[config.mk]
export PLATFORM = sky130hd
export DESIGN_NAME = registerFile
export DESIGN_NICKNAME = d
export VERILOG_FILES = /design/src/verilog/cpuPkg.sv /design/src/verilog/registerFile.sv
export SDC_FILE = /design/constraint.sdc
export NUM_CORES = 1
export LEC_CHECK = 0
export BUFFER_PORTS_ARGS = -buffer_cell sky130_fd_sc_hd__buf_4
export CAP_MARGIN = 20
export CORE_ASPECT_RATIO = 1.4
export CORE_MARGIN = 3
export CORE_UTILIZATION = 35
export DETAILED_ROUTE_END_ITERATION = 10
export PLACE_DENSITY_LB_ADDON = 0.08
export SYNTH_ARGS = -nofsm -noshare
export SYNTH_HDL_FRONTEND = slang
export SYNTH_SLANG_ARGS = --single-unit
export TNS_END_PERCENT = 5
[constraint.sdc]
create_clock -name clk -period 1.8 [get_ports clk]
set_input_delay 0.18 -clock clk [delete_from_list [all_inputs] [get_ports clk]]
set_output_delay 0.18 -clock clk [all_outputs]
set_load 0.02 [all_outputs]
[src/verilog/cpuPkg.sv]
// ====================
// cpuPkg
// shared widths, ALU opcodes, flag, instruction
// and control word types for the datapath
// ====================

package cpuPkg;

	localparam int wordBits    = 16;        // data and address width
	localparam int memAddrBits = 10;        // 1024 words of block RAM
	localparam logic [15:0] ioAddr = 16'hFFFF; // switches on read, leds on write
	localparam int ledBits     = 10;

	typedef enum logic [3:0] {
		aluAdd = 4'd0,
		aluSub = 4'd1,
		aluAnd = 4'd2,
		aluOr  = 4'd3,
		aluXor = 4'd4,
		aluNot = 4'd5,
		aluCmp = 4'd6,  // B - A, flags only matter
		aluMov = 4'd7,  // pass B
		aluLsh = 4'd8   // B[4] picks direction
	} aluOpE;

	// group 1, arithmetic
	typedef struct packed {
		logic carry;
		logic overflow;
	} flags1T;

	// group 2, result / compare
	typedef struct packed {
		logic zero;
		logic negative;
		logic lower;     // unsigned less-than
	} flags2T;

	typedef struct packed {
		flags1T g1;
		flags2T g2;
	} psrT;

	typedef struct packed {
		logic [3:0] op;
		logic [3:0] dst;
		logic [3:0] opExt;
		logic [3:0] src;
	} instrRT;

	typedef struct packed {
		logic [3:0] op;
		logic [3:0] dst;
		logic [7:0] imm;
	} instrIT;

	// same word, register view or immediate view
	typedef union packed {
		instrRT rForm;
		instrIT iForm;
	} instrU;

	typedef struct packed {
		logic       memAEn;  // port A write at pc
		logic       memBEn;  // port B store
		logic       rfEn;
		logic       psrEn;
		logic       irEn;
		logic       pcEn;
		logic [1:0] pcSel;   // 0 pc+1, 1 rf dst, 2 aluOut
		logic [1:0] a2Sel;   // 0 rf src, 1 zext src field, 2 sext imm
		logic       luiSel;  // 0 rf dst, 1 imm << 8
		logic       movSel;  // 0 alu B operand, 1 aluOut
		logic [1:0] rwSel;   // 0 port B read, 1 pc+1, 2 move mux
		aluOpE      aluOp;
	} ctrlT;

endpackage
[src/verilog/registerFile.sv]
// ====================
// registerFile
// 16 x 16 registers, two async reads, one write
// ====================

`timescale 1ns/1ps

module registerFile
	import cpuPkg::*;
(
	input  logic                clk,
	input  logic                arstN,
	input  logic                writeEn,
	input  logic [3:0]          writeAddr,
	input  logic [wordBits-1:0] writeData,
	input  logic [3:0]          readAddr1,
	input  logic [3:0]          readAddr2,
	output logic [wordBits-1:0] readData1,
	output logic [wordBits-1:0] readData2
);

	logic [wordBits-1:0] regs [16];

	// all entries come up zero, r0 is not hardwired
	always_ff @(posedge clk or negedge arstN) begin
		if (!arstN) begin
			for (int i = 0; i < 16; i++) begin
				regs[i] <= '0;
			end
		end else if (writeEn) begin
			regs[writeAddr] <= writeData;
		end
	end

	// no bypass, a same-cycle write shows up after the edge
	assign readData1 = regs[readAddr1];  // dst
	assign readData2 = regs[readAddr2];  // src

endmodule

Yosys cells after proc, flatten, opt, wreduce, memory -nomap -nowiden
Index checks and enable logic that the tools add are counted.

Reduce and logical (&&, ||, !) cells: 1. $lt $le $gt $ge: 4. Multipliers: 0. Equal/unequal tests: 0. Divide/modulo/power cells: 0. Bitwise operators: 3. Mux-type cells: 9. Shifts and indexed selects: 0. Add/sub/neg operators: 0.

Operators with widths (count): bitwise mux 256 bit (1); binary-select mux 16 bit (select 4 bit) (2); 2-to-1 mux 16 bit (5); demux 16 bit (select 4 bit) (1); >= comparator 5 bit (second input constant) (3); inverter 4 -> 5 bit (3); < comparator 5 x 1 -> 1 bit (second input constant) (1); logical AND 1 bit (1).

Latch bits: 0. Flip-flop bits (word level): 256. Output and inout bits: 32. Input bits: 31. Memories: 0. Logic and storage cells: 33. Bits in read-only memories: 0. Bits in writable memories: 0.

Logic depth before layout (Yosys ltp)
Word-level depth: 6. Gate-level depth with buffers: 6. Depth with buffers taken out: 3.

Worst setup path before layout
Ideal clock, no wire load.

Path type: input port to output port. From: input port readAddr1[0]. To: output port readData1[10]. Buffers on the path: 2. Slack: 0.066 ns. Arrival time: 1.554 ns. Stages on the path: 5. Path through: buf_2 > buf_2 > mux4_2 > a22oi_1 > nand2_1.

Word-level cells in the longest chain between the ends: 4.

Ends and longest elaborated chain: start, declared (line registerFile.sv:16) `input logic [3:0] readAddr1,`; inverter 4 -> 5 bit (not written as such) (line registerFile.sv:36) `assign readData1 = regs[readAddr1];`; binary-select mux 16 bit (select 4 bit) (line registerFile.sv:36); 2-to-1 mux 16 bit (not written as such) (2 in a row) (line registerFile.sv:36); end, declared (line registerFile.sv:18) `output logic [wordBits-1:0] readData1,`.

No other way between the ends. The select of a mux whose other input is x is not followed.

Worst setup path after layout
From: register regs[201] (netlist name). To: output port readData1[9].

Word-level cells in the longest chain between the ends: 3.

Ends and longest elaborated chain: start, declared (line registerFile.sv:22) `logic [wordBits-1:0] regs [16];`; start signal, assigned by index (line registerFile.sv:31) `regs[writeAddr] <= writeData;`; binary-select mux 16 bit (select 4 bit) (line registerFile.sv:36); 2-to-1 mux 16 bit (not written as such) (2 in a row) (line registerFile.sv:36).

No other way between the ends. The select of a mux whose other input is x is not followed.

==> run summary <==
Critical Path Sink Type - primary output
Vias per std cell - 5.90
Initial Util - 35.7%
Clock Sinks - 256
Clock Path Buffers - 3
Avg Inst Size Synth - 15.9 um^2
Area delta synth->final - 22.5%
Placed cells - 1368
GRT Total Usage - 21.0%
Boundary Pins - 63
Final worst slack - -340 ps
Die height - 238 um
CTS buffer count - 28
Seq/Total Area, Yosys - 47.6%
Synthesized area - 13500 um^2
Antenna violations before repair - 2
Final hold violations - 0
Layout cell share with drive strength beyond 1 - 65.2%
Row cnt - 84
NumNets Final - 974
Post-synth cell types - 24
DIE AREA - 40900 um^2
Worst Path Required - 1620 ps
CTS tree - built
Critical-path top delay cell - mux4_2
Pins Over Slew Limit - 0
CTS root buf - clkbuf_16
Static leakage power - 6.76 nW
Residual DRC count - 0
GR Overflow Total - 0
Post-synth EDFFs - 0
Synth warnings - 0
#FFs+latches synth - 256
Clk Latency, worst-skew pair - 540 ps
Fin util - 43.7%
CORE AREA - 37700 um^2
Syn Nets - 880
Largest Register - regs
RSZ-0062 raised after global routing - yes
Wire per inst - 29.3 um
Kind of critical path - flip-flop to primary output
Final ANT Viol Nets - 0
Pin count of the biggest net entering global routing - 69
Final non-filler cell total - 1431
Commonest cells after routing, fill and taps aside - dfrtp_1 (256), mux2_2 (245), mux4_2 (128)
Worst hold slack - 151 ps
Hold Crit Class - primary input to asynchronous set/reset pin
Aggregate routed wire length - 42000 um
Actual slew at the worst max-slew pin - 848 ps
Biggest registers after layout - regs x256
FF+latch area - 6410 um^2
Mapped Cells - 849
Power, Total - 18.7 mW
RePlAce Congestion - 0.744
Delay-heaviest family, CP - multiplexers
Final Skew - 0 ps
Async SR Flop Fraction - 100%
Final setup fails - 32
Failing checks - setup timing
CP peak stage delay - 490 ps
First-pass GRT wire length - 63000 um
Leading cell type in the layout, fill and taps excluded - dfrtp_1
DR iter-0 viols - 425
Largest register FFs - 256
CP Max Fanout - 3
PwrDens - 1130 nW/um^2
Post-CTS Setup Bufs - 0
Antenna Cells - 0
Critical Path, Cell by Cell - mux4_2 -> a22oi_2 -> nand2_1 -> buf_6
Max Fclk - 467 MHz
H-tree depth - 1
Peak VDD IR - 0.662 mV
Total number of vias - 8438
Max-cap check violation count - 0
Worst path bufs/invs - 1
Worst-path clk slew - 60 ps
DP HPWL - 27000 um
Final min period - 2140 ps
Port bufs - 62
Post-route clock period utilization - 119%
Vias in the first global route - 9378
Drt first pass iters - 5
Area occupied by multi-input gates - 6960 um^2
Status - finished, violations left
Die X - 172 um
Dominant synthesized flop cell - dfrtp_1
CP startpoint kind - flip-flop
Critical path arrival - 1960 ps
Max_slew headroom - 43.2%
Fillcell total - 3364
## worst paths after layout
check,startpoint,to,slack (ps),cells after the start
min in group clk,writeAddr[3],regs[177],270,4
worst max-delay path,regs[201],readData1[9],-340,4
worst max register to register,regs[232],regs[232],1000,1
worst min register to register,regs[92],regs[92],520,1
max in group asynchronous,arstN,regs[53],920,3
worst min-delay path,arstN,regs[241],150,2
## metal layers
metal	part of all wire, %	wire length [um]	up-vias	global-route usage [%]
li1	-	-	3501	-
met1	40	16700	4651	26.6
met2	52	22000	200	36.8
met3	4.1	1710	82	2.98
met4	3.6	1530	4	7.14
met5	0.055	23	-	0
## report_power, final
part           switching [mW]  internal, mW  leakage [nW]
Sequential              0.984          7.11          3.14
Combinational            1.94          2.94          3.18
Clock                    2.33          3.37         0.443
## cell families (layout without fill, tap and decap cells)
| family | Yosys count | after routing | synth area share (%) |
|---|---|---|---|
| and+or+nand+nor | 65 | 65 | 2.74 |
| muxes | 384 | 384 | 43.1 |
| AOI/OAI and AO/OA | 64 | 64 | 3.57 |
| DFF | 256 | 256 | 47.6 |
| buffers and inverters | 80 | 189 | 3.03 |
## through the flow
step / setup slack [ps] / cell area (um^2) / setup TNS, ps
6_report: -340 / 16500 / -8590
5_1_grt: -381 / 16500 / -10670
4_1_cts: -363 / 16400 / -9870
3_5_place_dp: -217 / 15100 / -3820
3_3_place_gp: -206 / 15100 / -3650
2_1_floorplan: 65.5 / 13500 / 0
## cell type report
| class | count | area share, % |
|---|---|---|
| Multi-Input combinational cell | 513 | 42.2 |
| Sequential cell | 256 | 38.8 |
| Timing Repair Buffer | 144 | 9.97 |
| Clock buffer | 42 | 5.18 |
| Tap cell | 473 | 3.59 |
| Clock inverter | 3 | 0.243 |
## cell usage after synthesis, types with 4 or more instances
library cell	number	area, um^2
nor3_2	6	60.1
buf_4	6	45.0
buf_1	6	22.5
nor2b_1	4	25.0
nor2_1	4	15.0
buf_6	6	67.6
buf_2	23	115
nor2_2	4	25.0
dfrtp_1	256	6410
clkbuf_1	38	143
mux2_4	11	165
a22oi_1	64	480
mux4_2	128	2880
mux2_2	245	2760
nand2_1	34	128
## repair_timing
action	CTS	global route
pin swaps	36	15
setup endpoints to repair	32	32
hold buffers	17	0
hold endpoints to repair	449	0
resized for setup	52	19
No activity file was read; power rests on OpenSTA's default activity.
