File: src/verilog/cpuPkg.sv
// ====================
// cpuPkg
// shared widths, ALU opcodes, flag, instruction
// and control word types for the datapath
// ====================

package cpuPkg;

	localparam int wordBits    = 16;        // data and address width
	localparam int memAddrBits = 10;        // 1024 words of block RAM
	localparam logic [15:0] ioAddr = 16'hFFFF; // switches on read, leds on write
	localparam int ledBits     = 10;

	typedef enum logic [3:0] {
		aluAdd = 4'd0,
		aluSub = 4'd1,
		aluAnd = 4'd2,
		aluOr  = 4'd3,
		aluXor = 4'd4,
		aluNot = 4'd5,
		aluCmp = 4'd6,  // B - A, flags only matter
		aluMov = 4'd7,  // pass B
		aluLsh = 4'd8   // B[4] picks direction
	} aluOpE;

	// group 1, arithmetic
	typedef struct packed {
		logic carry;
		logic overflow;
	} flags1T;

	// group 2, result / compare
	typedef struct packed {
		logic zero;
		logic negative;
		logic lower;     // unsigned less-than
	} flags2T;

	typedef struct packed {
		flags1T g1;
		flags2T g2;
	} psrT;

	typedef struct packed {
		logic [3:0] op;
		logic [3:0] dst;
		logic [3:0] opExt;
		logic [3:0] src;
	} instrRT;

	typedef struct packed {
		logic [3:0] op;
		logic [3:0] dst;
		logic [7:0] imm;
	} instrIT;

	// same word, register view or immediate view
	typedef union packed {
		instrRT rForm;
		instrIT iForm;
	} instrU;

	typedef struct packed {
		logic       memAEn;  // port A write at pc
		logic       memBEn;  // port B store
		logic       rfEn;
		logic       psrEn;
		logic       irEn;
		logic       pcEn;
		logic [1:0] pcSel;   // 0 pc+1, 1 rf dst, 2 aluOut
		logic [1:0] a2Sel;   // 0 rf src, 1 zext src field, 2 sext imm
		logic       luiSel;  // 0 rf dst, 1 imm << 8
		logic       movSel;  // 0 alu B operand, 1 aluOut
		logic [1:0] rwSel;   // 0 port B read, 1 pc+1, 2 move mux
		aluOpE      aluOp;
	} ctrlT;

endpackage
File: src/verilog/alu.sv
// ====================
// alu
// combinational ALU, result plus both flag groups
// ====================

`timescale 1ns/1ps

module alu
	import cpuPkg::*;
(
	input  aluOpE               aluOp,
	input  logic [wordBits-1:0] aluIn1,  // A, usually rf dst
	input  logic [wordBits-1:0] aluIn2,  // B, usually rf src or imm
	output logic [wordBits-1:0] aluOut,
	output psrT                 flags
);

	logic [wordBits:0] sum;     // extra bit is carry out
	logic [wordBits:0] diffAB;  // extra bit is borrow
	logic [wordBits:0] diffBA;
	logic              ovfAdd;
	logic              ovfSub;
	logic              ovfCmp;

	assign sum    = {1'b0, aluIn1} + {1'b0, aluIn2};
	assign diffAB = {1'b0, aluIn1} - {1'b0, aluIn2};
	assign diffBA = {1'b0, aluIn2} - {1'b0, aluIn1};

	// signed overflow, sign of result disagrees with operands
	assign ovfAdd = (aluIn1[wordBits-1] == aluIn2[wordBits-1])
		&& (sum[wordBits-1] != aluIn1[wordBits-1]);
	assign ovfSub = (aluIn1[wordBits-1] != aluIn2[wordBits-1])
		&& (diffAB[wordBits-1] != aluIn1[wordBits-1]);
	assign ovfCmp = (aluIn2[wordBits-1] != aluIn1[wordBits-1])
		&& (diffBA[wordBits-1] != aluIn2[wordBits-1]);

	always_comb begin
		aluOut = '0;
		flags  = '0;  // logic ops leave carry / overflow clear
		case (aluOp)
			aluAdd: begin
				aluOut            = sum[wordBits-1:0];
				flags.g1.carry    = sum[wordBits];
				flags.g1.overflow = ovfAdd;
			end
			aluSub: begin
				aluOut            = diffAB[wordBits-1:0];  // A - B
				flags.g1.carry    = diffAB[wordBits];      // borrow
				flags.g1.overflow = ovfSub;
				flags.g2.lower    = diffAB[wordBits];      // result wrapped below zero
			end
			aluAnd: aluOut = aluIn1 & aluIn2;
			aluOr:  aluOut = aluIn1 | aluIn2;
			aluXor: aluOut = aluIn1 ^ aluIn2;
			aluNot: aluOut = ~aluIn2;  // unary, acts on B like mov
			aluCmp: begin
				aluOut            = diffBA[wordBits-1:0];  // B - A
				flags.g1.carry    = diffBA[wordBits];
				flags.g1.overflow = ovfCmp;
			end
			aluMov: aluOut = aluIn2;
			aluLsh: aluOut = aluIn2[4] ? (aluIn1 >> aluIn2[3:0])
				: (aluIn1 << aluIn2[3:0]);
			default: aluOut = '0;
		endcase

		// group 2 from the result, cmp overrides with the comparison
		if (aluOp == aluCmp) begin
			flags.g2.zero     = (aluIn1 == aluIn2);
			flags.g2.negative = ($signed(aluIn2) < $signed(aluIn1));
			flags.g2.lower    = (aluIn2 < aluIn1);
		end else begin
			flags.g2.zero     = (aluOut == '0);
			flags.g2.negative = aluOut[wordBits-1];
		end
	end

endmodule

File: config.mk
export PLATFORM = sky130hd
export DESIGN_NAME = alu
export DESIGN_NICKNAME = d
export VERILOG_FILES = /design/src/verilog/cpuPkg.sv /design/src/verilog/alu.sv
export SDC_FILE = /design/constraint.sdc
export NUM_CORES = 1
export LEC_CHECK = 0
export BUFFER_PORTS_ARGS = -buffer_cell sky130_fd_sc_hd__buf_2
export CORE_MARGIN = 2
export CORE_UTILIZATION = 49
export DETAILED_ROUTE_END_ITERATION = 7
export GPL_ROUTABILITY_DRIVEN = 0
export PLACE_DENSITY = 0.68
export SLEW_MARGIN = 20
export SYNTH_ARGS = -nofsm -noshare
export SYNTH_HDL_FRONTEND = slang
export SYNTH_SLANG_ARGS = --single-unit
export TNS_END_PERCENT = 5
File: constraint.sdc
create_clock -name vclk -period 8.42
set_input_delay 1.684 -clock vclk [all_inputs]
set_output_delay 1.684 -clock vclk [all_outputs]
set_load 0.01 [all_outputs]
# Word level (Yosys, flattened, before mapping)
# Cells that the tools add are included.
# W data, S select, Z words.
[totals] mem_bits_ro=0 mem_count=0 latch_bits=0 reg_bits=0 wordCells=37 mem_bits_rw=0
[op_classes] multipliers=0 bitwise=4 n_reduce_logical=5 eq_ne=15 addsub=3 n_mux=6 n_shift=2 div_mod_pow=0 magnitude_cmp=2
[ops] operator="$pmux W16 S9" count=1
[ops] operator="$sub A16 B16 Y17" count=2
[ops] operator="$lt A16 B16 Y1" count=2
[ops] operator="$add A16 B16 Y17" count=1
[ops] operator="$and A16 B16 Y16" count=1
[ops] operator="$eq A16 B16 Y1" count=1
[ops] operator="$eq A4 B3 Y1 const B" count=4
[ops] operator="$logic_not A16 Y1" count=1
[ops] operator="$mux W16" count=1
[ops] operator="$not A16 Y16" count=1
[ops] operator="$or A16 B16 Y16" count=1
[ops] operator="$shl A16 B4 Y16" count=1
[ops] operator="$shr A16 B4 Y16" count=1
[ops] operator="$xor A16 B16 Y16" count=1
[ops] operator="$eq A4 B2 Y1 const B" count=2
[ops] operator="$pmux W2 S3" count=1
[ops] operator="$ne A1 B1 Y1" count=5
[ops] operator="$eq A4 B1 Y1 const B" count=1
[ops] operator="$eq A4 B4 Y1 const B" count=1
[ops] operator="$logic_not A4 Y1" count=1
[ops] operator="$logic_and A1 B1 Y1" count=3
[ops] operator="$mux W1" count=2
[ops] operator="$mux W2" count=1
[ops] operator="$eq A1 B1 Y1" count=1

# Longest topological paths before layout
# Gate-level depths: netlist (run 1).
[depth] word_depth=5 ltp_mapped=14 mapped_depth_nobuf=12

# Least setup slack after synthesis (run 1)
# OpenSTA, ideal clock, no wires.
[synth_path] path_type="input to output" start="input aluIn2[2]" end="output flags[2] (netlist bit)" path_buffers=3 path_slack_ps=1496 arrival_time_ps=5240 cell_stages=14 cell_sequence="buf_2 -> clkinv_1 -> clkbuf_1 -> ha_1 -> buf_2 -> nand2b_1 -> o31ai_1 -> a221o_1 -> a211o_1 -> a31o_2 -> or4_1 -> or4_1 -> or4_1 -> o21ai_1"
[synth_rtl] item="from (decl)" line_no="alu.sv:13" rtl="input logic [wordBits-1:0] aluIn2,"
[synth_rtl] item="to (decl)" line_no="alu.sv:15" rtl="output psrT flags"

==> results.json, run 1 <==
{
  "status": "finished, final reports clean",
  "place_area_sq_mm": 0.005698,
  "ios": 57,
  "syn_nets": 852,
  "seqCellArea_sq_um": 0,
  "final.min_clock_period_ps": 7705,
  "cts-resized-gates": 0,
  "core-area_sq_mm": 0.01084,
  "multiInputGateArea_sq_mm": 0.004952,
  "grt_max_degree": 50,
  "vias": 6633,
  "rsz0062_at_grt": "no",
  "timing.final.ws_setup_ps": 714.8,
  "fin_nets": 860,
  "overflow": 0,
  "hold_violations": 0,
  "ir_drop_mv": 0.04908,
  "die-height_um": 109.2,
  "seq_area_frac_synth_pct": 0,
  "tightestPinTransition_ps": 1146,
  "ys_warn_count": 0,
  "dieArea_sq_mm": 0.01192,
  "holdPathStages": 4,
  "insertedDiodeCount": 0,
  "dr.pass1.iters": 8,
  "yosysUniqueCellTypes": 71,
  "post-route-util_pct": 52.56,
  "power_switching_uw": 252.1,
  "combPwrFrac_pct": 100.0,
  "p_clk_share_pct": 0,
  "num-fill-cells": 1081,
  "synth_largest_area_cell": "ha_1",
  "critical_path_class": "in -> out",
  "drc": 0,
  "grt_pass1_vias": 6202,
  "final_max_slew_viol_count": 0,
  "end_kind": "output port",
  "vias_per_cell": 7.419,
  "power_density_mw_per_mm2": 70.54,
  "fin_crit_sh_pct": 91.51,
  "cts_setup_buffers": 0,
  "drt_iter0_markers": 1041,
  "syn_to_final_growth_pct": 5.076,
  "p_leak_nw": 2.360,
  "setup_total_negative_slack_ps": 0,
  "setup_viol": 0,
  "max_freq_mhz": 129.8,
  "start_util_pct": 50.02,
  "dpl.hpwl_um": 16230,
  "grt_pass1_wl_um": 33510,
  "p_int_uw": 149.8,
  "drtAntennaViolNets": 0,
  "clkbuf_count": 0,
  "pwr-share-seq_pct": 0,
  "design_area_sq_mm": 0.005698,
  "syn-cell-area_sq_mm": 0.005423,
  "hold_buffers": 0,
  "global_route.usage.total_pct": 35.85,
  "synth_area_leaders": "ha_1 (15%), mux4_2 (10%), a21oi_1 (5.3%), xnor2_1 (4.0%), nor2_1 (3.9%)",
  "critical_path_arrival_ps": 6020,
  "drive_gt1_share_pct": 15.65,
  "slew_headroom_pct": 22.60,
  "wire_per_inst_um": 24.30,
  "seq_cells": 0,
  "antenna_found_initial": 0,
  "die_x_um": 109.2,
  "hp-start": "aluIn2[15]",
  "switching_share_pct": 62.72,
  "required_ps": 6740,
  "maxCapViolCount": 0,
  "syn_area_per_cell_sq_um": 7.250,
  "io_buffer_count": 57,
  "timing.hold.ws_ps": 3934,
  "hold_path.class": "in -> out",
  "postSynthCellCount": 748,
  "worstPathMaxFanout": 25,
  "rows": 38,
  "synth_top_area_share_pct": 15.00,
  "hold_path_end": "flags[0]",
  "drt-total-wl_um": 21720,
  "start_kind": "primary input",
  "place_ws_ps": 984.2
}
==> through the flow <==
step	cells	power [mW]
finish	894	0.4019
global route	894	0.4268
CTS	894	0.3846
detailed placement	894	0.3827
global placement	894	0.3786
floorplan	748	0.2721
==> final cells by class <==
cell class | instances | share of cell area (%)
multi-input cells | 633 | 86.91
inverters | 52 | 3.426
well taps | 140 | 3.074
repair buffers | 69 | 6.588
==> power by group through the flow <==
stage	Sequential, mW	Combinational [mW]	Clock (mW)
2_1_floorplan	0	0.272	0
3_3_place_gp	0	0.379	0
3_5_place_dp	0	0.383	0
4_1_cts	0	0.385	0
5_1_grt	0	0.427	0
6_report	0	0.402	0
==> logic make-up (layout without fill, tap and decap cells) <==
kind of cell	after synthesis	count (layout)	synth area share, %
adders and majority gates	68	68	16.11
xor gates and xnor gates	27	27	4.361
muxes	51	51	16.01
AOI/OAI and AO/OA	269	269	34.75
and+or+nand+nor	218	218	19.87
buffers and inverters	115	121	8.906
==> synthesized netlist by cell type (all sizes together), types with 4 or more instances <==
| library cell | n |
|---|---|
| nor2 | 57 |
| o2111ai | 7 |
| o21ai | 41 |
| o31ai | 8 |
| a31o | 5 |
| o41ai | 4 |
| nor3 | 25 |
| a211o | 5 |
| mux2i | 17 |
| mux4 | 27 |
| and3 | 9 |
| o211ai | 16 |
| a211oi | 16 |
| or3 | 4 |
| o21a | 5 |
| nand2 | 50 |
| a221oi | 6 |
| mux2 | 7 |
| nand3 | 12 |
| o311ai | 9 |
| and2 | 4 |
| inv | 49 |
| nor2b | 12 |
| or4 | 7 |
| nand2b | 14 |
| a22oi | 17 |
| xnor2 | 25 |
| clkbuf | 33 |
| a21o | 7 |
| nor4 | 9 |
| a221o | 5 |
| o221ai | 12 |
| o22ai | 10 |
| a31oi | 8 |
| a2111oi | 5 |
| buf | 30 |
| ha | 65 |
| a21oi | 57 |
==> metal layers <==
metal  track usage (%)  part of all wire (%)
met2             55.50                    42
met1             47.90                    38
met3             7.651                    15
met4             15.73                   5.4
met5                 0                     0
==> critical path, cell delays in order <==
cell	delay [ps]
buf_2	380
inv_1	340
ha_1	610
nor2b_1	140
a2111oi_0	930
or3_1	230
a21oi_1	100
o21ai_0	190
o311ai_0	190
or3_1	450
or4_1	440
o21ai_1	150
buf_2	150
==> cells in the final DEF, fill, tap and decap left out, types with 4 or more instances in the layout <==
cell type and instances:
a31o_2 5, a211oi_1 16, nor3_1 25, or3_1 4
a22oi_1 17, a221oi_1 6, o22ai_1 10, nor2_1 57
o21a_1 5, xnor2_1 25, o211ai_1 16, ha_1 65
a21oi_1 57, o221ai_1 11, a31oi_1 8, inv_1 49
a2111oi_0 5, a221o_1 5, a21o_1 7, o31ai_1 8
and2_1 4, or4_1 7, nor4_1 8, mux4_2 24
o2111ai_1 7, and3_1 9, nand3_1 12, mux2i_1 17
buf_4 12, nor2b_1 12, o21ai_0 39, o311ai_0 8
a211o_1 5, nand2b_1 14, mux2_2 7, buf_2 57
nand2_1 50
==> worst max path at each step <==
stage,startpoint,to,slack (ps)
6_report,aluIn2[4],flags[2],710
5_1_grt,aluIn2[4],flags[2],480
4_1_cts,aluIn2[4],flags[2],970
3_5_place_dp,aluIn2[4],flags[2],980
3_3_place_gp,aluIn2[4],flags[2],1010
2_1_floorplan,aluIn2[2],flags[2],1500
(Power assumes the default switching activity.)
==> run 2: changes to the inputs <==
- GPL_TIMING_DRIVEN: unset -> 0
- clock period: 8.42 -> 7.5 ns (I/O delays scaled with it)
==> run 2 against run 1 <==
  * Flip-flop and latch count did not move
  * Die area did not move
  * Clock-buffer cell count did not move
  * Critical path type unchanged
  * Cell area rose by 4.5%
  * Non-clock buffer count rose by 51
  * Setup slack got worse by 610 ps
==> results.json, run 2 (synthesis results as in run 1) <==
{
  "drc": 0,
  "dpl.hpwl_um": 17750,
  "final_common_cell": "buf_2",
  "seq_cells": 0,
  "hold_path_end": "flags[0]",
  "ios": 57,
  "required_ps": 6000,
  "fin_nets": 911,
  "start_util_pct": 50.02,
  "dr.pass1.iters": 7,
  "syn_to_final_growth_pct": 9.806,
  "start_kind": "primary input",
  "hold_path.class": "in -> out",
  "end_kind": "output port",
  "hold_violations": 0,
  "drt-total-wl_um": 22820,
  "grt_max_degree": 13,
  "design_area_sq_mm": 0.005954,
  "die-height_um": 109.2,
  "holdPathStages": 4,
  "place_area_sq_mm": 0.005903,
  "seqCellArea_sq_um": 0,
  "status": "finished, final reports clean",
  "final_max_slew_viol_count": 0,
  "tightestPinTransition_ps": 936.6,
  "dieArea_sq_mm": 0.01192,
  "critical_path_arrival_ps": 5900,
  "grt_pass1_vias": 6401,
  "setup_total_negative_slack_ps": 0,
  "critical_path_class": "in -> out",
  "timing.final.ws_setup_ps": 100.2,
  "hp-start": "aluIn2[15]",
  "fin_crit_sh_pct": 98.66,
  "antenna_found_initial": 1,
  "grt_pass1_wl_um": 34780,
  "slew_headroom_pct": 36.68,
  "drtAntennaViolNets": 0,
  "worstPathMaxFanout": 11,
  "setup_viol": 0,
  "overflow": 0,
  "final_cell_mix": "buf_2 (76), ha_1 (65), nor2_1 (57)",
  "rows": 38,
  "wire_per_inst_um": 24.12,
  "die_x_um": 109.2,
  "max_freq_mhz": 135.1,
  "core-area_sq_mm": 0.01084,
  "io_buffer_count": 55,
  "global_route.usage.total_pct": 37.65,
  "clkbuf_count": 0,
  "drt_iter0_markers": 1075,
  "rsz0062_at_grt": "no",
  "maxCapViolCount": 0,
  "final.min_clock_period_ps": 7400,
  "vias_per_cell": 7.290,
  "place_ws_ps": -140.3,
  "drive_gt1_share_pct": 17.76,
  "post-route-util_pct": 54.93,
  "vias": 6896
}
run 2: changes by cell type in the layout (fill, tap and decap cells not counted), moves of 2 or more:
| cell | previous run | this run |
|---|---|---|
| buf_2 | 57 | 76 |
| o311ai_2 | 0 | 2 |
| buf_6 | 0 | 2 |
| buf_1 | 0 | 4 |
| clkinvlp_4 | 0 | 2 |
| buf_4 | 12 | 7 |
| clkbuf_1 | 0 | 30 |
| clkinv_1 | 3 | 1 |
run 2: worst max-delay path by stage:
stage | cells past startpoint | endpoint | start
4_1_cts | 16 | flags[2] | aluIn2[0]
3_5_place_dp | 16 | flags[2] | aluIn2[2]
5_1_grt | 15 | flags[2] | aluIn1[7]
3_3_place_gp | 16 | flags[2] | aluIn2[2]
2_1_floorplan | 14 | flags[2] | aluIn2[2]
6_report | 16 | flags[2] | aluIn2[2]
run 2: final cells by class:
class / count / area (sq um)
inverter: 52 / 202.7
antenna: 1 / 2.502
multi-input combinational: 633 / 4986
fill: 1054 / 4886
timing repair buffer: 60 / 310.3
tap: 140 / 175.2
buffer: 60 / 277.8
run 2: timing repair:
item,in CTS,in global routing
endpoints found under the setup margin,1,1
resized for setup,3,7
hold buffers,0,0
setup buffers,0,3
pin swaps,0,1
run 2: metal layers:
layer / up-vias / global-route usage (%) / wire length, um / share of wire (%)
li1: 2978 / - / - / -
met1: 3160 / 50.47 / 8456 / 37
met2: 636 / 57.94 / 9674 / 42
met3: 122 / 8.010 / 3468 / 15
met4: 0 / 16.82 / 1221 / 5.4
met5: - / 0 / 0 / 0
run 2: through the flow:
step,hold WS (ps),instances
2_1_floorplan,3294,748
3_3_place_gp,3547,943
3_5_place_dp,3578,945
4_1_cts,3576,945
5_1_grt,3629,945
6_report,3580,946
run 2: critical path, cell delays in order:
cell and delay (ps):
buf_2 110, buf_2 270, clkinvlp_4 190, clkbuf_2 260
ha_1 350, buf_2 210, nand2b_1 150, o31ai_1 110
a221o_1 300, a211o_1 330, a31o_2 240, or4_1 590
or4_1 450, or4_1 540, o21ai_1 150, buf_2 140
