$ cat config.mk
export PLATFORM = sky130hd
export DESIGN_NAME = psrReg
export DESIGN_NICKNAME = d
export VERILOG_FILES = /design/src/verilog/cpuPkg.sv /design/src/verilog/psrReg.sv
export SDC_FILE = /design/constraint.sdc
export NUM_CORES = 1
export LEC_CHECK = 0
export BUFFER_PORTS_ARGS = -buffer_cell sky130_fd_sc_hd__buf_2
export CORE_AREA = 4 4 41 43
export CTS_CLUSTER_SIZE = 30
export DETAILED_ROUTE_END_ITERATION = 8
export DIE_AREA = 0 0 45 47
export GPL_ROUTABILITY_DRIVEN = 0
export PLACE_DENSITY = 0.34
export SLEW_MARGIN = 20
export SYNTH_ARGS = -nofsm -noshare
export SYNTH_HDL_FRONTEND = slang
export SYNTH_SLANG_ARGS = --single-unit
$ cat constraint.sdc
create_clock -name clk -period 0.9 [get_ports clk]
set_input_delay 0 -clock clk [delete_from_list [all_inputs] [get_ports clk]]
set_output_delay 0 -clock clk [all_outputs]
set_load 0.05 [all_outputs]
$ cat src/verilog/cpuPkg.sv
// ====================
// cpuPkg
// shared widths, ALU opcodes, flag, instruction
// and control word types for the datapath
// ====================

package cpuPkg;

	localparam int wordBits    = 16;        // data and address width
	localparam int memAddrBits = 10;        // 1024 words of block RAM
	localparam logic [15:0] ioAddr = 16'hFFFF; // switches on read, leds on write
	localparam int ledBits     = 10;

	typedef enum logic [3:0] {
		aluAdd = 4'd0,
		aluSub = 4'd1,
		aluAnd = 4'd2,
		aluOr  = 4'd3,
		aluXor = 4'd4,
		aluNot = 4'd5,
		aluCmp = 4'd6,  // B - A, flags only matter
		aluMov = 4'd7,  // pass B
		aluLsh = 4'd8   // B[4] picks direction
	} aluOpE;

	// group 1, arithmetic
	typedef struct packed {
		logic carry;
		logic overflow;
	} flags1T;

	// group 2, result / compare
	typedef struct packed {
		logic zero;
		logic negative;
		logic lower;     // unsigned less-than
	} flags2T;

	typedef struct packed {
		flags1T g1;
		flags2T g2;
	} psrT;

	typedef struct packed {
		logic [3:0] op;
		logic [3:0] dst;
		logic [3:0] opExt;
		logic [3:0] src;
	} instrRT;

	typedef struct packed {
		logic [3:0] op;
		logic [3:0] dst;
		logic [7:0] imm;
	} instrIT;

	// same word, register view or immediate view
	typedef union packed {
		instrRT rForm;
		instrIT iForm;
	} instrU;

	typedef struct packed {
		logic       memAEn;  // port A write at pc
		logic       memBEn;  // port B store
		logic       rfEn;
		logic       psrEn;
		logic       irEn;
		logic       pcEn;
		logic [1:0] pcSel;   // 0 pc+1, 1 rf dst, 2 aluOut
		logic [1:0] a2Sel;   // 0 rf src, 1 zext src field, 2 sext imm
		logic       luiSel;  // 0 rf dst, 1 imm << 8
		logic       movSel;  // 0 alu B operand, 1 aluOut
		logic [1:0] rwSel;   // 0 port B read, 1 pc+1, 2 move mux
		aluOpE      aluOp;
	} ctrlT;

endpackage
$ cat src/verilog/psrReg.sv
// ====================
// psrReg
// status register, latches ALU flags on en
// ====================

`timescale 1ns/1ps

module psrReg
	import cpuPkg::*;
(
	input  logic clk,
	input  logic arstN,
	input  logic en,        // psrEn from the control word
	input  psrT  flagsIn,
	output psrT  flagsOut
);

	// holds flags of the last enabled op for branch tests
	always_ff @(posedge clk or negedge arstN) begin
		if (!arstN) begin
			flagsOut <= '0;
		end else if (en) begin
			flagsOut <= flagsIn;
		end
	end

endmodule

# --- After elaboration in Yosys (flattened, before gate mapping) ---
# Index checks and enable logic that the tools add are counted.
totals:
  register_bits: 5
  out_inout_bits: 5
  elab_cells: 5

# --- Logic depth before layout (Yosys ltp) ---
# Gate-level depths: netlist (run 1).
logic_depth:
  ltp_word: 0
  mapped_depth: 1
  ltp_nobuf: 1

# --- Worst setup path before layout (run 1) ---
# OpenSTA, ideal clock, no wires.
synth_timing:
  kind: "register to register"
  from: "reg, netlist name flagsOut[0]"
  to: "reg flagsOut[0] in the netlist's numbering"
  arrival_ns: 0.863
  slack_ns: -0.088
  path_stages_with_launch: 2
  setup_time_ns: 0.125
  path_buffers: 0
  cell_sequence: "dfrtp_1 mux2_2"
synth_rtl:
  columns: ["element", "line_no", "rtl"]
  rows:
  - ["end signal: assignment", "psrReg.sv:23", "flagsOut <= flagsIn;"]
  - ["end: declaration", "psrReg.sv:15", "output psrT flagsOut"]

# --- Final worst setup path (run 1) ---
layout_timing:
  from: "reg flagsOut[0] in the netlist's numbering"
  to: "out flagsOut[0] in the netlist's numbering"
# No word-level cell between the ends.

==> summary.md, run 1 <==
| Metric | Value |
|---|---|
| Status | finished clean |
| Worst-path clk slew | 40 ps |
| Simple-Gate Fraction of Synth Area | 0% |
| Vias in the first global route | 173 |
| Post-route clock period utilization | 93.2% |
| H-tree levels | 1 |
| Post-Route WL | 414 um |
| DRT iter0 DRCs | 0 |
| Crit path DAT | 840 ps |
| Max FFs per register | 5 |
| Peak supply drop | 556 uV |
| Post-route ant nets | 0 |
| Synth unique cells | 2 |
| Starting Density | 13.9% |
| Largest regs | flagsOut (5) |
| DR vias/cell | 3.60 |
| Port Buffers | 12 |
| Setup Buffers After CTS | 0 |
| Crit-path cells | buf_2 |
| I/O pins | 13 |
| Syn_area_per_cell | 18.1 um^2 |
| Die ar. | 2120 um^2 |
| Max-slew headroom | 83.5% |
| Placeable Area | 1300 um^2 |
| Minimum clock period | 839 ps |
| Critical path fanouts, max | 2 |
| CTS Buf Count | 3 |
| Post-synthesis mux area share | 31.0% |
| Synth Register Bits | 5 |
| Crit path largest cell delay | 350 ps |
| Largest family of logic cells by synthesized area | multiplexers |
| Clk sinks | 5 |
| Pre-CTS setup slack | 144 ps |
| Max frequency | 1190 MHz |
| Switching power share of the total | 30.0% |
| Gr usage total | 5.48% |
| Pleak | 0.160 nW |
| Final Util | 27.1% |
| Most common cell after layout, fill and taps aside | buf_2 |
| Slew Limit Fails | 0 |
| Final worst slack | 60.9 ps |
| Die Y | 47 um |
| Commonest cells after routing, fill and taps aside | buf_2 (12), dlygate4sd3_1 (6), mux2_2 (5), dfrtp_2 (5), clkbuf_4 (3) |
| Largest net degree at the start of global routing | 6 |
| Final hold vios | 0 |
| Critical Path Start Type | flop |
| GRT overflow | 0 |
| Flop pwr share | 38.0% |
| Hold WC Path Type | primary input to asynchronous set/reset pin |
| Sequential share of the synthesized area | 69.0% |
| Max-cap check violation count | 0 |
| Crit-path slowest cell | dfrtp_2 |
| Compound-Gate Fraction of Synth Area | 0% |
| Syn Inst Count | 10 |
| Global-route wire length before repair | 710 um |
| Pwr per Cell Area | 1950 nW/um^2 |
| Share of layout cells above drive strength 1 | 78.1% |
| Comb power frac | 24.9% |
| Row count | 13 |
| CP bufs+invs | 1 |
| Psw | 0.206 mW |
| Initial antenna violation count | 0 |
| Biggest register | flagsOut |
| Final setup violation count | 0 |
| Largest cells by area after synthesis | dfrtp_1 (69%), mux2_2 (31%) |
| Crit. End Element | output port |
| Worst EP required | 900 ps |
| Remaining DRCs | 0 |
| Die X | 45 um |
| Warnings, synthesis | 0 |
| Clk root buf | clkbuf_4 |
| Clock Path Buffers | 2 |
| Clk_lat worst skew | 240 ps |
| Post-synthesis adder-cell area fraction | 0% |
| Drt wl/cell | 8.81 um |
| Unrepaired setup endpoints after global routing | no |
| Via Count | 169 |
| ANT cells | 0 |
| Synth Cell Area | 181 um^2 |
| Power Internal | 0.482 mW |
| Final net count | 41 |
| XOR/XNOR share of the synthesized area | 0% |
| WS Path Type | flop to output port |
| Share of the synthesized area in the top cell type | 69.0% |
| CTS tree | built |
| Drt first pass iters | 1 |
| Net count after synthesis | 18 |
| Area leader, netlist | dfrtp_1 |
| Syn-to-layout area delta | 94.5% |
| Tightest Pin Transition | 249 ps |
| Clock share of power | 37.1% |
| CP delay by family, top | flip-flops |
| Setup Skew | 0 ps |
-- worst paths after layout --
path	start	endpoint	slack, ps	depth (start not counted)
worst max-delay path	flagsOut[0]$_DFFE_PN0P_	flagsOut[0]	60	1
worst min-delay path	arstN	flagsOut[3]$_DFFE_PN0P_	110	2
worst max register to register	flagsOut[0]$_DFFE_PN0P_	flagsOut[0]$_DFFE_PN0P_	140	1
worst min register to register	flagsOut[4]$_DFFE_PN0P_	flagsOut[4]$_DFFE_PN0P_	510	1
max in group asynchronous	arstN	flagsOut[2]$_DFFE_PN0P_	640	2
min in group clk	en	flagsOut[3]$_DFFE_PN0P_	110	2
-- stage by stage --
step	TNS [ps]	hold WS (ps)	cells	cell area (um^2)	power [mW]
floorplan	-11.8	-296	10	188	0.371
global placement	0	-178	37	267	0.417
detailed placement	0	-178	37	267	0.419
CTS	0	105	47	353	0.708
global route	0	111	47	353	0.736
finish	0	110	47	353	0.688
-- power groups by stage --
stage | combinational (mW) | sequential, mW | clock, mW
after floorplan | 0.0233 | 0.348 | 0
after global placement | 0.153 | 0.264 | 0
after detailed placement | 0.154 | 0.265 | 0
after CTS | 0.174 | 0.262 | 0.273
after global routing | 0.183 | 0.265 | 0.288
final | 0.171 | 0.261 | 0.255
-- cell usage after synthesis --
cell type  instances
mux2_2             5
dfrtp_1            5
-- kinds of logic (layout without fill, tap and decap cells) --
group | after synthesis | in the layout
buffers and inverters | 0 | 22
flip-flops | 5 | 5
multiplexers | 5 | 5
-- per-layer routing --
metal  vias up  global-route usage (%)  wire length (um)
met5         -                       0                 0
met4         0                    7.02                 8
met3         2                    3.45                70
met2        10                    7.34               154
met1        77                    5.07               181
li1         80                       -                 -
-- timing repair --
action	CTS	global route
hold buffers	6	0
resized for setup	0	0
endpoints found under the hold margin	10	0
-- layout make-up --
| cell class | count | area, um^2 |
|---|---|---|
| fill | 150 | 948 |
| sequential | 5 | 131 |
| timing repair buffer | 18 | 120 |
| multi-input combinational | 5 | 56.3 |
| clock buffer | 4 | 26.3 |
| tap | 15 | 18.8 |
Note: power is estimated with default switching activity, not from simulation.
==> run 2: changes to the inputs <==
==> constraint.sdc (replaced) <==
create_clock -name clk -period 0.9 [get_ports clk]
set_input_delay 0.09 -clock clk [delete_from_list [all_inputs] [get_ports clk]]
set_output_delay 0.09 -clock clk [all_outputs]
set_load 0.05 [all_outputs]
==> run 2 against run 1 <==
  * Global-route usage grew 0.079 points
  * Die area is the same
  * Cell count shrank 11%
  * Final area shrank 5.3%
  * First-iteration DRC count is the same
  * Clock skew is the same
  * Worst setup slack lost 40 ps
  * Routed wire length shrank 3.6%
  * Largest power group unchanged
  * Highest routed layer unchanged
==> summary.md, run 2 (synthesized netlist as in run 1, its figures left out) <==
| Metric | Value |
|---|---|
| Worst EP required | 810 ps |
| Pwr per Cell Area | 2110 nW/um^2 |
| Psw | 0.209 mW |
| GRT overflow | 0 |
| Critical Path Start Type | flop |
| Global-route wire length before repair | 724 um |
| Placed Instances | 37 |
| I/O pins | 13 |
| CTS Buf Count | 3 |
| Crit path DAT | 790 ps |
| Max FFs per register | 5 |
| Die Y | 47 um |
| CP delay by family, top | flip-flops |
| Pleak | 0.150 nW |
| Status | finished clean |
| Max frequency | 1140 MHz |
| Setup Buffers After CTS | 0 |
| Die ar. | 2120 um^2 |
| Initial antenna violation count | 0 |
| CP bufs+invs | 1 |
| Hold WC Path Type | primary input to flop |
| Gr usage total | 5.56% |
| Post-route clock period utilization | 97.7% |
| Port Buffers | 12 |
| DR vias/cell | 3.60 |
| Syn-to-layout area delta | 84.1% |
| Clk root buf | clkbuf_4 |
| Post-Route WL | 399 um |
| Final setup violation count | 0 |
| WS Path Type | flop to output port |
| Setup Skew | 0 ps |
| Clock Path Buffers | 2 |
| Tightest Pin Transition | 127 ps |
| Post-route ant nets | 0 |
| Via Count | 151 |
| Critical path fanouts, max | 2 |
| Comb power frac | 25.9% |
| Crit-path slowest cell | dfrtp_2 |
| Design area | 334 um^2 |
| Post-Layout Cell Count | 42 |
| Placeable Area | 1300 um^2 |
| H-tree levels | 1 |
| Largest net degree at the start of global routing | 6 |
| Share of layout cells above drive strength 1 | 92.6% |
| Slew Limit Fails | 0 |
| Biggest register | flagsOut |
| Vias in the first global route | 181 |
| Minimum clock period | 879 ps |
| Die X | 45 um |
| Power Internal | 0.496 mW |
| Clk_lat worst skew | 240 ps |
| CTS tree | built |
| Largest regs | flagsOut (5) |
| Clk sinks | 5 |
| Unrepaired setup endpoints after global routing | yes |
| Max-slew headroom | 91.5% |
| Final hold vios | 0 |
| Max-cap check violation count | 0 |
| Most common cell after layout, fill and taps aside | buf_2 |
| Clock share of power | 36.3% |
| Worst-path clk slew | 40 ps |
| Row count | 13 |
| Flop pwr share | 37.8% |
| Commonest cells after routing, fill and taps aside | buf_2 (7), mux2_2 (5), dfrtp_2 (5), buf_6 (5), clkbuf_4 (3) |
| Starting Density | 13.9% |
| Crit-path cells | buf_6 |
| Drt wl/cell | 9.50 um |
| WHS | 81.4 ps |
| Remaining DRCs | 0 |
| Drt first pass iters | 1 |
| Switching power share of the total | 29.6% |
| DRT iter0 DRCs | 0 |
| ANT cells | 0 |
| Crit path largest cell delay | 400 ps |
| Peak supply drop | 567 uV |
| Crit. End Element | output port |
| Final net count | 36 |
| Post-placement cell area | 267 um^2 |
==> run 2: changes by cell type in the layout (fill, tap and decap cells not counted) <==
cell,before,now
buf_6,0,5
dlygate4sd3_1,6,1
buf_2,12,7
==> run 2: timing repair <==
| action | in CTS | in global routing |
|---|---|---|
| resized for setup | 10 | 0 |
| hold buffers | 1 | 0 |
| endpoints found under the hold margin | 5 | 0 |
| setup endpoints to repair | 5 | 5 |
==> run 2: power groups by stage <==
stage | clock (mW) | combinational, mW | sequential [mW]
detailed placement | 0 | 0.154 | 0.265
finish | 0.255 | 0.182 | 0.267
floorplan | 0 | 0.0233 | 0.348
global placement | 0 | 0.153 | 0.264
global route | 0.288 | 0.193 | 0.271
CTS | 0.273 | 0.185 | 0.268
==> run 2: per-stage QoR <==
step	power [mW]	setup slack, ps	util (%)	setup TNS [ps]
floorplan	0.371	-2.35	-	-11.8
global placement	0.417	152	20.5	0
detailed placement	0.419	144	20.5	0
CTS	0.725	3.18	25.7	0
global route	0.752	-22.6	25.7	-46.5
finish	0.705	20.5	25.7	0
==> run 2: path summary, 6_finish.rpt <==
check                                         from                      end  slack, ps  depth (start not counted)
max                        flagsOut[0]$_DFFE_PN0P_              flagsOut[0]         20                          1
min                                     flagsIn[3]  flagsOut[3]$_DFFE_PN0P_         80                          2
max reg2reg                flagsOut[0]$_DFFE_PN0P_  flagsOut[0]$_DFFE_PN0P_        130                          1
min reg2reg                flagsOut[4]$_DFFE_PN0P_  flagsOut[4]$_DFFE_PN0P_        520                          1
max in group asynchronous                    arstN  flagsOut[2]$_DFFE_PN0P_        550                          2
min in group asynchronous                    arstN  flagsOut[3]$_DFFE_PN0P_        200                          2
==> run 2: area by class of cell <==
cell class                      instances  area, um^2
Sequential cell                         5         131
Multi-Input combinational cell          5        56.3
Clock buffer                            4        26.3
Tap cell                               15        18.8
Fill cell                             150         967
Timing Repair Buffer                   13         101
==> run 2: per-layer routing <==
layer	share of wire [%]	up-vias	global-route usage (%)	wire length, um
li1	-	70	-	-
met1	42	69	5.07	166
met2	38	10	7.34	152
met3	18	2	3.83	72
met4	2.0	0	7.02	8
met5	0	-	0	0
==> run 3: changes to the inputs <==
--- a/config.mk
+++ b/config.mk
@@ -5,13 +5,14 @@
 export SDC_FILE = /design/constraint.sdc
 export NUM_CORES = 1
 export LEC_CHECK = 0
+export ABC_AREA = 1
 export BUFFER_PORTS_ARGS = -buffer_cell sky130_fd_sc_hd__buf_2
 export CORE_AREA = 4 4 41 43
 export CTS_CLUSTER_SIZE = 30
 export DETAILED_ROUTE_END_ITERATION = 8
 export DIE_AREA = 0 0 45 47
 export GPL_ROUTABILITY_DRIVEN = 0
-export PLACE_DENSITY = 0.34
+export PLACE_DENSITY = 0.35
 export SLEW_MARGIN = 20
 export SYNTH_ARGS = -nofsm -noshare
 export SYNTH_HDL_FRONTEND = slang
==> run 3 against run 2 <==
  * Cell count is 31% higher
  * Largest power group is now the clock network
  * Critical path type unchanged
  * Non-clock buffer count is 2 higher
  * Worst setup slack better by 1.3 ps
==> summary.md, run 3 <==
| Metric | Value |
|---|---|
| EDFF count, synth | 0 |
| WHS | 41.8 ps |
| Syn-to-layout area delta | 87.2% |
| Syn Inst Count | 21 |
| Critical path fanouts, max | 2 |
| Gr usage total | 6.66% |
| Global-route wire length before repair | 910 um |
| Synth unique cells | 3 |
| Pre-CTS setup slack | 223 ps |
| XOR/XNOR share of the synthesized area | 0% |
| Peak supply drop | 508 uV |
| Clock Path Buffers | 2 |
| Tightest Pin Transition | 123 ps |
| Post-Route WL | 517 um |
| WS Path Type | flop to output port |
| Final worst slack | 21.8 ps |
| Drt first pass iters | 3 |
| Placed Instances | 48 |
| Post-Layout Cell Count | 55 |
| Clk_lat worst skew | 240 ps |
| ANT cells | 0 |
| Max-slew headroom | 91.8% |
| Post-route clock period utilization | 97.6% |
| Post-route ant nets | 0 |
| Commonest cells after routing, fill and taps aside | nand2_1 (15), buf_2 (7), dfrtp_1 (5), buf_6 (5), clkbuf_4 (3) |
| Clk sinks | 5 |
| Max FFs per register | 5 |
| Crit-path slowest cell | dfrtp_1 |
| CTS tree | built |
| Worst EP required | 810 ps |
| Compound-Gate Fraction of Synth Area | 0% |
| Synth Cell Area | 185 um^2 |
| Final hold vios | 0 |
| Crit. End Element | output port |
| Die ar. | 2120 um^2 |
| Final Util | 26.6% |
| Crit-path cells | buf_6 |
| Area leader, netlist | dfrtp_1 |
| Biggest register | flagsOut |
| Via Count | 203 |
| CP delay by family, top | flip-flops |
| Crit path largest cell delay | 380 ps |
| Sequential share of the synthesized area | 67.6% |
| I/O pins | 13 |
| Crit path DAT | 790 ps |
| Dominant synthesized flop cell | dfrtp_1 |
| Starting Density | 14.2% |
| Remaining DRCs | 0 |
| CP bufs+invs | 1 |
| DRT iter0 DRCs | 4 |
| Largest family of logic cells by synthesized area | simple AND/OR/NAND/NOR gates |
| Warnings, synthesis | 0 |
| Post-synthesis mux area share | 0% |
| Share of layout cells above drive strength 1 | 45.0% |
| GRT overflow | 0 |
| Post-synth top cells | nand2_1 (15), dfrtp_1 (5), inv_2 (1) |
| DR vias/cell | 3.69 |
| Clk root buf | clkbuf_4 |
| Pwr per Cell Area | 2030 nW/um^2 |
| Max-cap check violation count | 0 |
| Placeable Area | 1300 um^2 |
| CTS Buf Count | 3 |
| Max frequency | 1140 MHz |
| Simple-Gate Fraction of Synth Area | 30.4% |
| Drt wl/cell | 9.40 um |
| Net count after synthesis | 29 |
| Row count | 13 |
| Port Buffers | 12 |
| Hold WC Path Type | primary input to flop |
| Status | finished clean |
| Final net count | 49 |
| Synth Register Bits | 5 |
| H-tree levels | 1 |
| Vias in the first global route | 217 |
| Top-count cell post-synth | nand2_1 |
| Post-synth ARST share | 100% |
| Pleak | 0.196 nW |
| Largest cells by area after synthesis | dfrtp_1 (68%), nand2_1 (30%), inv_2 (2.0%) |
| Most common cell after layout, fill and taps aside | nand2_1 |
| Minimum clock period | 878 ps |
| Share of the synthesized area in the top cell type | 67.6% |
| Worst-path clk slew | 50 ps |
| Initial antenna violation count | 0 |
| Die Y | 47 um |
| Slew Limit Fails | 0 |
| Largest net degree at the start of global routing | 7 |
| Syn_area_per_cell | 8.82 um^2 |
| Critical Path Start Type | flop |
| Setup Skew | 0 ps |
| Die X | 45 um |
| Post-synthesis adder-cell area fraction | 0% |
| Largest regs | flagsOut (5) |
| Final setup violation count | 0 |
==> run 3: report_power, final <==
| part | internal [mW] | total [mW] | switching, mW | leakage [nW] |
|---|---|---|---|---|
| sequential | 0.246 | 0.259 | 0.0132 | 0.0609 |
| clock | 0.168 | 0.266 | 0.0980 | 0.0150 |
| combinational | 0.0700 | 0.179 | 0.109 | 0.120 |
==> run 3: kinds of logic after synthesis <==
kind of cell  after synthesis
simple gates               15
buf+inv                     1
flops                       5
==> run 3: layer usage <==
metal,up-vias,global-route usage [%],routed length (um)
met5,-,0,0
met3,2,4.21,39
met2,7,9.89,279
met4,0,7.02,15
li1,101,-,-
met1,93,5.98,182
==> run 3: cell type report <==
cell class	instances	area [um^2]
fillers	156	955
flip-flops and latches	5	125
clock buffers	4	26.3
inverters	1	3.75
multi-input cells	15	56.3
well taps	15	18.8
repair buffers	15	116
==> run 3: repair_timing <==
item	in CTS	in global routing
hold endpoints to repair	5	0
endpoints found under the setup margin	5	3
setup buffers	0	2
hold buffers	1	0
gates resized for setup	9	1
==> run 3: final timing paths <==
| path | to | slack, ps | cells past startpoint | start |
|---|---|---|---|---|
| setup / recovery | flagsOut[3] | 20 | 1 | flagsOut[3]$_DFFE_PN0P_ |
| hold / removal | flagsOut[3]$_DFFE_PN0P_ | 40 | 3 | flagsIn[3] |
| setup reg to reg | flagsOut[3]$_DFFE_PN0P_ | 180 | 3 | flagsOut[3]$_DFFE_PN0P_ |
| hold reg to reg | flagsOut[1]$_DFFE_PN0P_ | 490 | 2 | flagsOut[1]$_DFFE_PN0P_ |
| max in group asynchronous | flagsOut[1]$_DFFE_PN0P_ | 570 | 2 | arstN |
| min in group asynchronous | flagsOut[3]$_DFFE_PN0P_ | 190 | 2 | arstN |
==> run 3: stage by stage <==
step                total power, mW  setup TNS (ps)  cell area (um^2)
finish                        0.704               0               347
global route                  0.740           -5.21               347
CTS                           0.702               0               328
detailed placement            0.399               0               264
global placement              0.396               0               264
floorplan                     0.350               0               185
